File: config.mk
export PLATFORM = sky130hd
export DESIGN_NAME = blob_top
export DESIGN_NICKNAME = d
export VERILOG_FILES = /design/src/common/blob_pkg.sv /design/src/hdl/frame_sync_ctrl.sv /design/src/blob/gray_convert.sv /design/src/blob/blob_tracker.sv /design/src/blob/blob_report.sv /design/src/hdl/blob_top.sv
export SDC_FILE = /design/constraint.sdc
export NUM_CORES = 1
export LEC_CHECK = 0
export ABC_AREA = 1
export BUFFER_PORTS_ARGS = -buffer_cell sky130_fd_sc_hd__buf_2
export CAP_MARGIN = 20
export CORE_UTILIZATION = 48
export CTS_CLUSTER_DIAMETER = 40
export CTS_CLUSTER_SIZE = 16
export DETAILED_ROUTE_END_ITERATION = 7
export GPL_TIMING_DRIVEN = 0
export PLACE_DENSITY = 0.76
export SYNTH_ARGS = -nofsm -noshare
export SYNTH_HDL_FRONTEND = slang
export SYNTH_SLANG_ARGS = --single-unit
File: constraint.sdc
create_clock -name i_clk -period 2.15 [get_ports i_clk]
set_input_delay 0.43 -clock i_clk [delete_from_list [all_inputs] [get_ports i_clk]]
set_output_delay 0.43 -clock i_clk [all_outputs]
set_load 0.01 [all_outputs]
File: src/common/blob_pkg.sv
package blob_pkg;

    // frame geometry
    localparam int FRAME_W = 16;
    localparam int FRAME_H = 12;

    // a pixel is bright when its luma is at or above this level
    localparam int GRAY_THRESH = 128;

    // field widths
    localparam int RGB_W = 24;
    localparam int GRAY_W = 8;
    localparam int X_W = 4;
    localparam int Y_W = 4;
    localparam int CNT_W = 8;

    // luma weights, their sum is 256 so the result is scaled back by 8 bits
    localparam int LUMA_R = 77;
    localparam int LUMA_G = 150;
    localparam int LUMA_B = 29;
    localparam int LUMA_SHIFT = 8;
    localparam int LUMA_SUM_W = GRAY_W + LUMA_SHIFT;

    // red sits in the top byte, blue in the bottom byte
    typedef logic [RGB_W-1:0] rgb_t;

    typedef logic [GRAY_W-1:0] gray_t;

    typedef logic [X_W-1:0] coord_x_t;

    typedef logic [Y_W-1:0] coord_y_t;

    typedef logic [CNT_W-1:0] count_t;

endpackage

File: src/hdl/frame_sync_ctrl.sv
module frame_sync_ctrl (
    input  logic i_clk,
    input  logic i_rst_n,
    input  logic i_proc_active,
    input  logic i_vga_vsync,
    input  logic i_blob_done,
    output logic o_grayscale_start,
    output logic o_blob_end
);

    typedef enum logic [1:0] {
        ST_WAIT_ACT,
        ST_WAIT_VS_ON,
        ST_WAIT_INACT,
        ST_WAIT_VS_OFF
    } start_state_t;

    typedef enum logic [1:0] {
        EN_WAIT_DONE,
        EN_WAIT_VS,
        EN_IDLE
    } end_state_t;

    start_state_t start_state_q;
    start_state_t start_state_d;
    logic         start_q;
    logic         start_d;

    end_state_t end_state_q;
    end_state_t end_state_d;
    logic       end_q;
    logic       end_d;

    assign o_grayscale_start = start_q;
    assign o_blob_end = end_q;

    // start level only changes on a vsync boundary
    always_comb begin
        start_state_d = start_state_q;
        start_d = start_q;
        case (start_state_q)
            ST_WAIT_ACT: begin
                if (i_proc_active && i_vga_vsync) begin
                    start_state_d = ST_WAIT_INACT;
                    start_d = 1'b1;
                end else if (i_proc_active) begin
                    start_state_d = ST_WAIT_VS_ON;
                end
            end
            ST_WAIT_VS_ON: begin
                if (i_vga_vsync) begin
                    start_state_d = ST_WAIT_INACT;
                    start_d = 1'b1;
                end
            end
            ST_WAIT_INACT: begin
                if (!i_proc_active && i_vga_vsync) begin
                    start_state_d = ST_WAIT_ACT;
                    start_d = 1'b0;
                end else if (!i_proc_active) begin
                    start_state_d = ST_WAIT_VS_OFF;
                end
            end
            ST_WAIT_VS_OFF: begin
                if (i_vga_vsync) begin
                    start_state_d = ST_WAIT_ACT;
                    start_d = 1'b0;
                end
            end
            default: begin
                start_state_d = ST_WAIT_ACT;
                start_d = 1'b0;
            end
        endcase
    end

    // blob end is a single pulse, then rearm once the front end goes idle
    always_comb begin
        end_state_d = end_state_q;
        end_d = 1'b0;
        case (end_state_q)
            EN_WAIT_DONE: begin
                if (i_blob_done && i_vga_vsync) begin
                    end_state_d = EN_IDLE;
                    end_d = 1'b1;
                end else if (i_blob_done) begin
                    end_state_d = EN_WAIT_VS;
                end
            end
            EN_WAIT_VS: begin
                if (i_vga_vsync) begin
                    end_state_d = EN_IDLE;
                    end_d = 1'b1;
                end
            end
            EN_IDLE: begin
                if (!i_proc_active) begin
                    end_state_d = EN_WAIT_DONE;
                end
            end
            default: begin
                end_state_d = EN_WAIT_DONE;
            end
        endcase
    end

    always_ff @(posedge i_clk or negedge i_rst_n) begin
        if (!i_rst_n) begin
            start_state_q <= ST_WAIT_ACT;
            start_q <= 1'b0;
            end_state_q <= EN_WAIT_DONE;
            end_q <= 1'b0;
        end else begin
            start_state_q <= start_state_d;
            start_q <= start_d;
            end_state_q <= end_state_d;
            end_q <= end_d;
        end
    end

endmodule

File: src/blob/gray_convert.sv
module gray_convert (
    input  logic           i_clk,
    input  logic           i_rst_n,
    input  logic           i_valid,
    input  blob_pkg::rgb_t i_rgb,
    input  logic           i_last,
    output logic           o_ready,
    output logic           o_valid,
    output blob_pkg::gray_t o_gray,
    output logic           o_last,
    input  logic           i_ready
);

    import blob_pkg::*;

    logic [GRAY_W-1:0]     red;
    logic [GRAY_W-1:0]     green;
    logic [GRAY_W-1:0]     blue;
    logic [LUMA_SUM_W-1:0] luma_sum;
    logic                  accept;

    logic  valid_q;
    gray_t gray_q;
    logic  last_q;

    assign red = i_rgb[RGB_W-1 -: GRAY_W];
    assign green = i_rgb[RGB_W-GRAY_W-1 -: GRAY_W];
    assign blue = i_rgb[GRAY_W-1:0];

    // weights add up to 256, so the sum never overflows
    assign luma_sum = LUMA_SUM_W'(LUMA_R) * LUMA_SUM_W'(red)
                    + LUMA_SUM_W'(LUMA_G) * LUMA_SUM_W'(green)
                    + LUMA_SUM_W'(LUMA_B) * LUMA_SUM_W'(blue);

    // stage may refill in the cycle it drains
    assign o_ready = !valid_q || i_ready;
    assign accept = i_valid && o_ready;

    always_ff @(posedge i_clk or negedge i_rst_n) begin
        if (!i_rst_n) begin
            valid_q <= 1'b0;
        end else if (accept) begin
            valid_q <= 1'b1;
        end else if (i_ready) begin
            valid_q <= 1'b0;
        end
    end

    always_ff @(posedge i_clk) begin
        if (accept) begin
            gray_q <= luma_sum[LUMA_SUM_W-1 -: GRAY_W];
            last_q <= i_last;
        end
    end

    assign o_valid = valid_q;
    assign o_gray = gray_q;
    assign o_last = last_q;

endmodule

File: src/blob/blob_tracker.sv
module blob_tracker (
    input  logic               i_clk,
    input  logic               i_rst_n,
    input  logic               i_valid,
    input  blob_pkg::gray_t    i_gray,
    input  logic               i_last,
    output logic               o_ready,
    output logic               o_blob_done,
    output logic               o_found,
    output blob_pkg::coord_x_t o_min_x,
    output blob_pkg::coord_x_t o_max_x,
    output blob_pkg::coord_y_t o_min_y,
    output blob_pkg::coord_y_t o_max_y,
    output blob_pkg::count_t   o_count
);

    import blob_pkg::*;

    logic     accept;
    logic     bright;
    logic     fresh_q;
    coord_x_t x_q;
    coord_y_t y_q;

    logic     found_q;
    count_t   count_q;
    coord_x_t min_x_q;
    coord_x_t max_x_q;
    coord_y_t min_y_q;
    coord_y_t max_y_q;

    logic     base_found;
    count_t   base_count;
    coord_x_t base_min_x;
    coord_x_t base_max_x;
    coord_y_t base_min_y;
    coord_y_t base_max_y;

    logic     found_d;
    count_t   count_d;
    coord_x_t min_x_d;
    coord_x_t max_x_d;
    coord_y_t min_y_d;
    coord_y_t max_y_d;

    assign o_ready = 1'b1;
    assign accept = i_valid && o_ready;
    assign bright = i_gray >= gray_t'(GRAY_THRESH);
    assign o_blob_done = accept && i_last;

    always_comb begin
        // first pixel of a frame starts from an empty box
        base_found = fresh_q ? 1'b0 : found_q;
        base_count = fresh_q ? '0 : count_q;
        base_min_x = fresh_q ? '0 : min_x_q;
        base_max_x = fresh_q ? '0 : max_x_q;
        base_min_y = fresh_q ? '0 : min_y_q;
        base_max_y = fresh_q ? '0 : max_y_q;
        found_d = base_found;
        count_d = base_count;
        min_x_d = base_min_x;
        max_x_d = base_max_x;
        min_y_d = base_min_y;
        max_y_d = base_max_y;
        if (bright) begin
            found_d = 1'b1;
            count_d = base_count + count_t'(1);
            if (!base_found || x_q < base_min_x) min_x_d = x_q;
            if (!base_found || x_q > base_max_x) max_x_d = x_q;
            if (!base_found || y_q < base_min_y) min_y_d = y_q;
            if (!base_found || y_q > base_max_y) max_y_d = y_q;
        end
    end

    always_ff @(posedge i_clk or negedge i_rst_n) begin
        if (!i_rst_n) begin
            x_q <= '0;
            y_q <= '0;
            fresh_q <= 1'b1;
            found_q <= 1'b0;
            count_q <= '0;
        end else if (accept) begin
            found_q <= found_d;
            count_q <= count_d;
            fresh_q <= i_last;
            if (i_last) begin
                x_q <= '0;
                y_q <= '0;
            end else if (x_q == coord_x_t'(FRAME_W - 1)) begin
                x_q <= '0;
                y_q <= (y_q == coord_y_t'(FRAME_H - 1)) ? '0 : y_q + coord_y_t'(1);
            end else begin
                x_q <= x_q + coord_x_t'(1);
            end
        end
    end

    always_ff @(posedge i_clk) begin
        if (accept) begin
            min_x_q <= min_x_d;
            max_x_q <= max_x_d;
            min_y_q <= min_y_d;
            max_y_q <= max_y_d;
        end
    end

    assign o_found = found_q;
    assign o_count = count_q;
    assign o_min_x = min_x_q;
    assign o_max_x = max_x_q;
    assign o_min_y = min_y_q;
    assign o_max_y = max_y_q;

endmodule

File: src/blob/blob_report.sv
module blob_report (
    input  logic               i_clk,
    input  logic               i_rst_n,
    input  logic               i_blob_end,
    input  logic               i_found,
    input  blob_pkg::coord_x_t i_min_x,
    input  blob_pkg::coord_x_t i_max_x,
    input  blob_pkg::coord_y_t i_min_y,
    input  blob_pkg::coord_y_t i_max_y,
    input  blob_pkg::count_t   i_count,
    output logic               o_res_valid,
    output logic               o_res_found,
    output blob_pkg::coord_x_t o_res_min_x,
    output blob_pkg::coord_x_t o_res_max_x,
    output blob_pkg::coord_y_t o_res_min_y,
    output blob_pkg::coord_y_t o_res_max_y,
    output blob_pkg::count_t   o_res_count,
    input  logic               i_res_ready
);

    import blob_pkg::*;

    logic     capture;
    logic     valid_q;
    logic     found_q;
    coord_x_t min_x_q;
    coord_x_t max_x_q;
    coord_y_t min_y_q;
    coord_y_t max_y_q;
    count_t   count_q;

    // a new frame end is dropped while the previous result still waits
    assign capture = i_blob_end && !valid_q;

    always_ff @(posedge i_clk or negedge i_rst_n) begin
        if (!i_rst_n) begin
            valid_q <= 1'b0;
        end else if (capture) begin
            valid_q <= 1'b1;
        end else if (valid_q && i_res_ready) begin
            valid_q <= 1'b0;
        end
    end

    always_ff @(posedge i_clk) begin
        if (capture) begin
            found_q <= i_found;
            min_x_q <= i_min_x;
            max_x_q <= i_max_x;
            min_y_q <= i_min_y;
            max_y_q <= i_max_y;
            count_q <= i_count;
        end
    end

    assign o_res_valid = valid_q;
    assign o_res_found = found_q;
    assign o_res_min_x = min_x_q;
    assign o_res_max_x = max_x_q;
    assign o_res_min_y = min_y_q;
    assign o_res_max_y = max_y_q;
    assign o_res_count = count_q;

endmodule

File: src/hdl/blob_top.sv
module blob_top (
    input  logic               i_clk,
    input  logic               i_rst_n,
    input  logic               i_proc_active,
    input  logic               i_vga_vsync,
    input  logic               i_pix_valid,
    input  blob_pkg::rgb_t     i_pix_rgb,
    input  logic               i_pix_last,
    output logic               o_pix_ready,
    output logic               o_res_valid,
    output logic               o_res_found,
    output blob_pkg::coord_x_t o_res_min_x,
    output blob_pkg::coord_x_t o_res_max_x,
    output blob_pkg::coord_y_t o_res_min_y,
    output blob_pkg::coord_y_t o_res_max_y,
    output blob_pkg::count_t   o_res_count,
    input  logic               i_res_ready
);

    import blob_pkg::*;

    logic     grayscale_start;
    logic     blob_end;
    logic     blob_done;
    logic     pix_valid_gated;
    logic     gray_ready;
    logic     gray_valid;
    gray_t    gray_luma;
    logic     gray_last;
    logic     trk_ready;
    logic     trk_found;
    coord_x_t trk_min_x;
    coord_x_t trk_max_x;
    coord_y_t trk_min_y;
    coord_y_t trk_max_y;
    count_t   trk_count;

    // pixels only enter between the two vsync boundaries of a frame
    assign o_pix_ready = grayscale_start & gray_ready;
    assign pix_valid_gated = i_pix_valid & grayscale_start;

    frame_sync_ctrl u_sync (
        .i_clk            (i_clk),
        .i_rst_n          (i_rst_n),
        .i_proc_active    (i_proc_active),
        .i_vga_vsync      (i_vga_vsync),
        .i_blob_done      (blob_done),
        .o_grayscale_start(grayscale_start),
        .o_blob_end       (blob_end)
    );

    gray_convert u_gray (
        .i_clk  (i_clk),
        .i_rst_n(i_rst_n),
        .i_valid(pix_valid_gated),
        .i_rgb  (i_pix_rgb),
        .i_last (i_pix_last),
        .o_ready(gray_ready),
        .o_valid(gray_valid),
        .o_gray (gray_luma),
        .o_last (gray_last),
        .i_ready(trk_ready)
    );

    blob_tracker u_tracker (
        .i_clk      (i_clk),
        .i_rst_n    (i_rst_n),
        .i_valid    (gray_valid),
        .i_gray     (gray_luma),
        .i_last     (gray_last),
        .o_ready    (trk_ready),
        .o_blob_done(blob_done),
        .o_found    (trk_found),
        .o_min_x    (trk_min_x),
        .o_max_x    (trk_max_x),
        .o_min_y    (trk_min_y),
        .o_max_y    (trk_max_y),
        .o_count    (trk_count)
    );

    blob_report u_report (
        .i_clk      (i_clk),
        .i_rst_n    (i_rst_n),
        .i_blob_end (blob_end),
        .i_found    (trk_found),
        .i_min_x    (trk_min_x),
        .i_max_x    (trk_max_x),
        .i_min_y    (trk_min_y),
        .i_max_y    (trk_max_y),
        .i_count    (trk_count),
        .o_res_valid(o_res_valid),
        .o_res_found(o_res_found),
        .o_res_min_x(o_res_min_x),
        .o_res_max_x(o_res_max_x),
        .o_res_min_y(o_res_min_y),
        .o_res_max_y(o_res_max_y),
        .o_res_count(o_res_count),
        .i_res_ready(i_res_ready)
    );

endmodule

==> summary.txt, run 1 <==
Pwr
  • VDD IR-drop max: 1.553 mV
  • Switching portion of total power: 44.98%
  • Internal power: 4.962 mW
  • Gate power share: 62.5%
  • Sequential power share: 21.7%
  • Net Switching: 4.056 mW
  • Clock Power Share: 15.8%
  • Power Density: 1250 nW/um2
  • Leak: 3.779 nW

Yosys
  • Post-synth EDFFs: 43
  • Netlist Area Pre-Place: 6251 um2
  • Synth Flop Type: edfxtp_1
  • Synthesized Nets: 841
  • Cells after Synth: 654
  • Asr flop ratio synth: 37.68%
  • Distinct cells, synth: 37
  • Synthesized flop and latch total: 69
  • Mean Syn Cell Area: 9.558 um2
  • Post-synthesis sequential area ratio: 31.08%
  • Yosys warning count: 0

Detailed routing
  • Post-DR wirelength/cell: 13.32 um
  • TritonRoute pass-1 iters: 5
  • DRC violation count after routing: 0
  • Routed WL: 12.03 mm
  • Initial DRC Count: 198
  • Via count: 4569
  • Vias/cell: 5.060
  • ANT nets after route: 0

Finish
  • Layout cells sized above 1: 16.14%
  • Utilization after layout: 56.93%
  • Layout Nets: 913
  • Final Non-Filler Cells: 903
  • N_diodes: 0
  • Area grow syn2layout: 15.39%
  • Final Cell Area: 7213 um2

Placement
  • Final HPWL DP: 9.812 mm
  • Placed inst area: 6840 um2
  • Port Buffers: 57
  • Final Wtd Congestion: 0.8227
  • Dpl cells: 883
  • Dpl ws: -3.719 ns

Setup path
  • Critical Path Start Type: input pin
  • WP data arrival: 5.49 ns
  • Worst setup EP type: flop
  • CP max FO: 4
  • Critical Path RT: 2.22 ns
  • Crit Path Category: in2reg

Clocking
  • Clock-pin transition on the worst setup and hold timing paths: 0.06 ns
  • Clk buf depth: 2
  • Num CTS Buffers: 9
  • Clk root buf: clkbuf_16
  • Num Clock Sinks: 69
  • Cts hold-fix bufs: 0
  • H-tree Lvls: 3
  • CTS tree: built
  • Worst skew pair latency: 0.32 ns

Floorplan
  • Row cnt: 41
  • Core ar.: 12670 um2
  • Initial Util: 49.33%
  • Die height: 116.1 um
  • Num ports: 58
  • Die X: 116.1 um
  • Die footprint: 13480 um2

Timing
  • Peak Freq: 0.1845 GHz
  • Slew Viols, Final: 0
  • Setup violations, final: 1
  • RSZ-0062 raised after global routing: true
  • Clk_skew: 0.008824 ns
  • Slew @ Worst Pin: 0.9419 ns
  • Final hold violations: 0
  • Post-route setup TNS: -3.270 ns
  • Slew HR: 37.14%
  • Final Cycle Share: 252.1%
  • Crit path time final: 5.420 ns
  • Setup WS post-layout: -3.270 ns

Worst hold path
  • Hold crit path type: in2async

Outcome
  • Outcome: finished, violations left
  • Failing checks: setup timing

Global route
  • Initial antenna violation count: 0
  • Total track usage: 19.64%
  • Overflow after GRT: 0
  • Largest net degree at the start of global routing: 27
  • First-pass GRT wire length: 20.64 mm
  • Vias in the first global route: 4687

Job
  • Max Cap Viol: 0
path summary, 6_finish.rpt:
check	startpoint	endpoint	slack, ns	cells past startpoint
worst max-delay path	i_pix_rgb[12]	u_gray.o_gray[7]	-3.27	24
max in group asynchronous	i_rst_n	u_sync.end_state_q[0]	1.64	1
worst min register to register	u_tracker.o_max_y[0]	u_report.o_res_max_y[0]	0.45	0
worst max register to register	u_tracker.fresh_q	u_tracker.o_max_y[0]	0.14	10
worst min-delay path	i_rst_n	u_tracker.o_count[0]	0.11	1
min in group i_clk	i_pix_last	u_gray.o_last	0.30	1
placed cells by master (no fill, tap or decap), types with 2 or more instances in the layout:
cell type   Yosys  layout
a211oi_1        2       2
a21oi_1        20      19
buf_2           2      54
buf_4           0       7
buf_6           2       3
clkbuf_1        1       2
clkbuf_16       0       9
clkinv_2        0       2
clkinvlp_4      0       2
dfrtp_1        25      25
edfxtp_1       43      43
fa_1           55      54
ha_1          101      95
ha_4            0       6
inv_1         146     141
inv_2           2       7
nand2_1       134     128
nand2_2         3       9
nand2_4         3       3
nand3_1        35      34
nand4_1         6       6
nor2_1         19      19
o21ai_0        20      20
o22ai_1         2       2
or2_2           2       2
xnor2_1         5       5
xor2_1         11      10
stage by stage:
step                      hold slack (ns)  total power [mW]
after floorplan                    0.1344             6.157
final                              0.1119             9.018
after CTS                          0.1316             9.083
after global placement             0.4365             7.085
after global routing               0.1592             10.14
after detailed placement           0.4341             7.516
critical path, stage by stage:
cell	delay (ns)
buf_8	0.10
ha_4	0.23
ha_4	0.26
inv_2	0.03
fa_1	0.50
inv_2	0.05
fa_1	0.55
ha_4	0.22
buf_4	0.14
xor2_2	0.14
fa_1	0.47
fa_1	0.50
fa_1	0.49
inv_1	0.05
fa_1	0.44
ha_1	0.31
nand2_1	0.06
nor2_1	0.10
and2_1	0.12
nand2_1	0.05
nand2_1	0.08
inv_1	0.05
nand3_2	0.05
nand2_2	0.07
layout make-up:
type / instances / area (um2)
buffer: 4 / 31.28
clock buffer: 10 / 229.0
clock inverter: 6 / 63.81
fill: 1095 / 5458
inverter: 148 / 555.5
multi-input combinational: 432 / 3831
sequential: 69 / 1943
tap: 172 / 215.2
timing repair buffer: 62 / 344.1
metal layers:
layer / global-route usage [%] / share of wire (%)
met1: 23.41 / 41
met2: 35.79 / 53
met3: 2.854 / 3.8
met4: 7.521 / 2.0
met5: 0 / 0
synthesized netlist by cell type, types with 3 or more instances:
master | count | share of area (%)
nand2_4 | 3 | 0.54
nand4_1 | 6 | 0.60
nand2_1 | 134 | 8.0
edfxtp_1 | 43 | 21
nand3_1 | 35 | 2.8
nor2_1 | 19 | 1.1
inv_1 | 146 | 8.8
nand2_2 | 3 | 0.30
ha_1 | 101 | 20
o21ai_0 | 20 | 1.6
dfrtp_1 | 25 | 10
xnor2_1 | 5 | 0.70
a21oi_1 | 20 | 1.6
fa_1 | 55 | 18
xor2_1 | 11 | 1.5
timing repair:
item                                    in CTS  in global routing
gates cloned                                 0                  0
setup buffers                                5                  0
endpoints found under the setup margin       9                  6
pin swaps                                   23                 13
gates resized for setup                      9                 11
logic make-up (layout without fill, tap and decap cells):
group	Yosys count	in the layout	share of synthesized area (%)
simple gates	207	207	14.45
fa+ha+maj	156	156	37.83
buf+inv	153	230	9.468
flops	69	69	31.08
compound gates	52	52	4.764
xor+xnor	16	16	2.242
mux	1	1	0.1601
flip-flops by register name, indices dropped and copies added, names as in the netlist, 2 cells and up:
register and flops:
u_report.o_res_count 8, u_report.o_res_max_x 4, u_report.o_res_max_y 4, u_report.o_res_min_x 4, u_report.o_res_min_y 4, u_sync.end_state_q 2, u_sync.start_state_q 2, u_tracker.o_count 8
u_tracker.o_max_x 4, u_tracker.o_max_y 4, u_tracker.o_min_x 4, u_tracker.o_min_y 4, u_tracker.x_q 4, u_tracker.y_q 4
power groups by stage:
stage / clock network, mW / logic, mW / registers, mW
6_report: 1.42 / 5.64 / 1.96
3_5_place_dp: 0 / 5.53 / 1.99
2_1_floorplan: 0 / 4.23 / 1.93
4_1_cts: 1.45 / 5.68 / 1.95
3_3_place_gp: 0 / 5.11 / 1.97
5_1_grt: 1.50 / 6.66 / 1.99
Note: power is estimated with default switching activity, not from simulation.
==> run 2: changes to the inputs <==
--- a/config.mk
+++ b/config.mk
@@ -9,11 +9,13 @@
 export BUFFER_PORTS_ARGS = -buffer_cell sky130_fd_sc_hd__buf_2
 export CAP_MARGIN = 20
 export CORE_UTILIZATION = 48
+export CTS_BUF_LIST = sky130_fd_sc_hd__clkbuf_16
 export CTS_CLUSTER_DIAMETER = 40
 export CTS_CLUSTER_SIZE = 16
 export DETAILED_ROUTE_END_ITERATION = 7
 export GPL_TIMING_DRIVEN = 0
 export PLACE_DENSITY = 0.76
+export RECOVER_POWER = 25
 export SYNTH_ARGS = -nofsm -noshare
 export SYNTH_HDL_FRONTEND = slang
 export SYNTH_SLANG_ARGS = --single-unit
==> run 2 against run 1 <==
Net effect:
- routed wire length fell by 0.12%
- sequential share of layout area barely moved
- sequential power barely moved
- global-route usage did not move
- the run still ends with setup timing left
- setup slack barely moved
- final cell count did not move
- via count barely moved
- largest power group unchanged
- first-iteration DRC count rose by 0.51%
- register-to-register slack barely moved
- power barely moved
- core utilization barely moved
- largest cell class unchanged
- critical path depth did not move
==> summary.txt, run 2 (synthesis gave the netlist of run 1 again) <==
Clocking
  • Num Clock Sinks: 69
  • Cts hold-fix bufs: 0
  • Num CTS Buffers: 9
  • Clk root buf: clkbuf_16
  • Clock-pin transition on the worst setup and hold timing paths: 0.05 ns
  • CTS tree: built
  • H-tree Lvls: 3
  • Worst skew pair latency: 0.32 ns
  • Clk buf depth: 2

Setup path
  • Critical Path Start Type: input pin
  • Path depth of the worst reg2reg path: 10
  • CP max FO: 4
  • Crit Path Category: in2reg
  • Critical Path Max Stage Delay: 0.55 ns
  • Worst setup EP type: flop
  • Cell Chain, Critical Path: buf_8 > ha_4 > ha_4 > inv_2 > fa_1 > inv_2 > fa_1 > ha_4 > buf_4 > xor2_2 > fa_1 > fa_1 > fa_1 > inv_1 > fa_1 > ha_1 > nand2_1 > nor2_1 > and2_1 > nand2_1 > nand2_1 > inv_1 > nand3_2 > nand2_2
  • Most Frequent Cell on Critical Path: fa_1
  • Crit Reg-Reg Startpoint: u_tracker.fresh_q
  • WP data arrival: 5.49 ns
  • Critical Path RT: 2.22 ns
  • Slowest-stage cell, CP: fa_1
  • FF-to-FF setup slack: 0.14 ns
  • R2R Path End: u_tracker.o_max_y[0]

Timing
  • Slew HR: 3.920%
  • Slew @ Worst Pin: 1.441 ns
  • Final hold violations: 0
  • Peak Freq: 0.1845 GHz
  • Final Cycle Share: 252.1%
  • Worst hold slack: 0.2976 ns
  • Post-route setup TNS: -3.270 ns
  • RSZ-0062 raised after global routing: true
  • Clk_skew: 0.009188 ns
  • Slew Viols, Final: 0
  • Setup violations, final: 1
  • Setup WS post-layout: -3.270 ns
  • Crit path time final: 5.420 ns

Global route
  • Overflow after GRT: 0
  • Total track usage: 19.64%
  • Vias in the first global route: 4687
  • First-pass GRT wire length: 20.64 mm
  • Initial antenna violation count: 0
  • Largest net degree at the start of global routing: 27

Worst hold path
  • Hold endpoint: u_gray.o_last
  • Hold crit path type: in2reg
  • HP Start: i_pix_last
  • Hold Path Cell Cnt: 1

Finish
  • Area grow syn2layout: 15.37%
  • N_diodes: 0
  • Commonest non-fill, non-tap cell in the layout: inv_1
  • Layout cells sized above 1: 16.01%
  • Layout Nets: 913
  • Commonest non-fill, non-tap cells in the layout: inv_1, nand2_1, ha_1, fa_1, buf_2
  • # fillers: 1094
  • Utilization after layout: 56.92%

Floorplan
  • Die footprint: 13480 um2
  • Num ports: 58
  • Core ar.: 12670 um2
  • Row cnt: 41
  • Initial Util: 49.33%
  • Die X: 116.1 um
  • Die height: 116.1 um

Placement
  • Final HPWL DP: 9.812 mm
  • Port Buffers: 57
  • Final Wtd Congestion: 0.8227
  • Dpl ws: -3.719 ns

Detailed routing
  • Post-DR wirelength/cell: 13.30 um
  • Vias/cell: 5.063
  • TritonRoute pass-1 iters: 5
  • Routed WL: 12.01 mm
  • DRC violation count after routing: 0
  • ANT nets after route: 0
  • Initial DRC Count: 199
  • Via count: 4572

Outcome
  • Outcome: finished, violations left
  • Failing checks: setup timing

Pwr
  • VDD IR-drop max: 1.553 mV
  • Design Power: 9.014 mW
  • Leak: 3.781 nW
  • Power Density: 1250 nW/um2

Job
  • Max Cap Viol: 0
run 2: cell types whose count changed in the layout (fill, tap and decap cells not counted), sizes merged:
cell,before,now
inv,149,150
buf,65,64
run 2: per-stage QoR:
step           area (um2)  cells
2_1_floorplan        6340    654
3_3_place_gp         6840    883
3_5_place_dp         6840    883
4_1_cts              7192    903
5_1_grt              7212    903
6_report             7212    903
run 2: how the worst max path moves through the flow:
| stage | from | to | depth (start not counted) |
|---|---|---|---|
| 6_report | i_pix_rgb[12] | u_gray.o_gray[7] | 24 |
| 3_5_place_dp | i_pix_rgb[14] | u_gray.o_gray[7] | 27 |
| 5_1_grt | i_pix_rgb[12] | u_gray.o_gray[7] | 27 |
| 4_1_cts | i_pix_rgb[12] | u_gray.o_gray[7] | 27 |
| 2_1_floorplan | i_pix_rgb[14] | u_gray.o_gray[7] | 26 |
| 3_3_place_gp | i_pix_rgb[14] | u_gray.o_gray[7] | 27 |
run 2: final cells by class:
cell class	count	area (um2)	share of cell area (%)
inverters	148	555.5	7.703
repair buffers	62	342.8	4.754
multi-input cells	432	3831	53.12
clock buffers	9	225.2	3.123
plain buffers	4	31.28	0.4337
flip-flops and latches	69	1943	26.94
clock inverters	7	67.56	0.9368
well taps	172	215.2	2.984
run 2: power by group:
group	leakage, nW	internal, mW	switching [mW]	total [mW]
clock network	0.143	0.892	0.527	1.42
logic	2.89	2.34	3.30	5.64
registers	0.745	1.73	0.227	1.96
run 2: per-layer routing:
metal,global-route usage [%],part of all wire [%],up-vias
met1,23.41,41,2215
met5,0,0,-
met4,7.521,2.1,0
li1,-,-,2226
met3,2.854,3.4,23
met2,35.79,53,108
run 2: critical path, delay by kind of cell:
family | cells | cell delay (ns)
AND/OR/NAND/NOR | 7 | 0.53
XOR/XNOR | 1 | 0.14
adder cells (fa/ha/maj) | 10 | 3.97
buffers and inverters | 6 | 0.42
run 2: repair_timing:
action / CTS / global route
pin swaps: 23 / 13
resized for setup: 9 / 11
setup endpoints to repair: 9 / 6
setup buffers: 5 / 0
cloned: 0 / 0
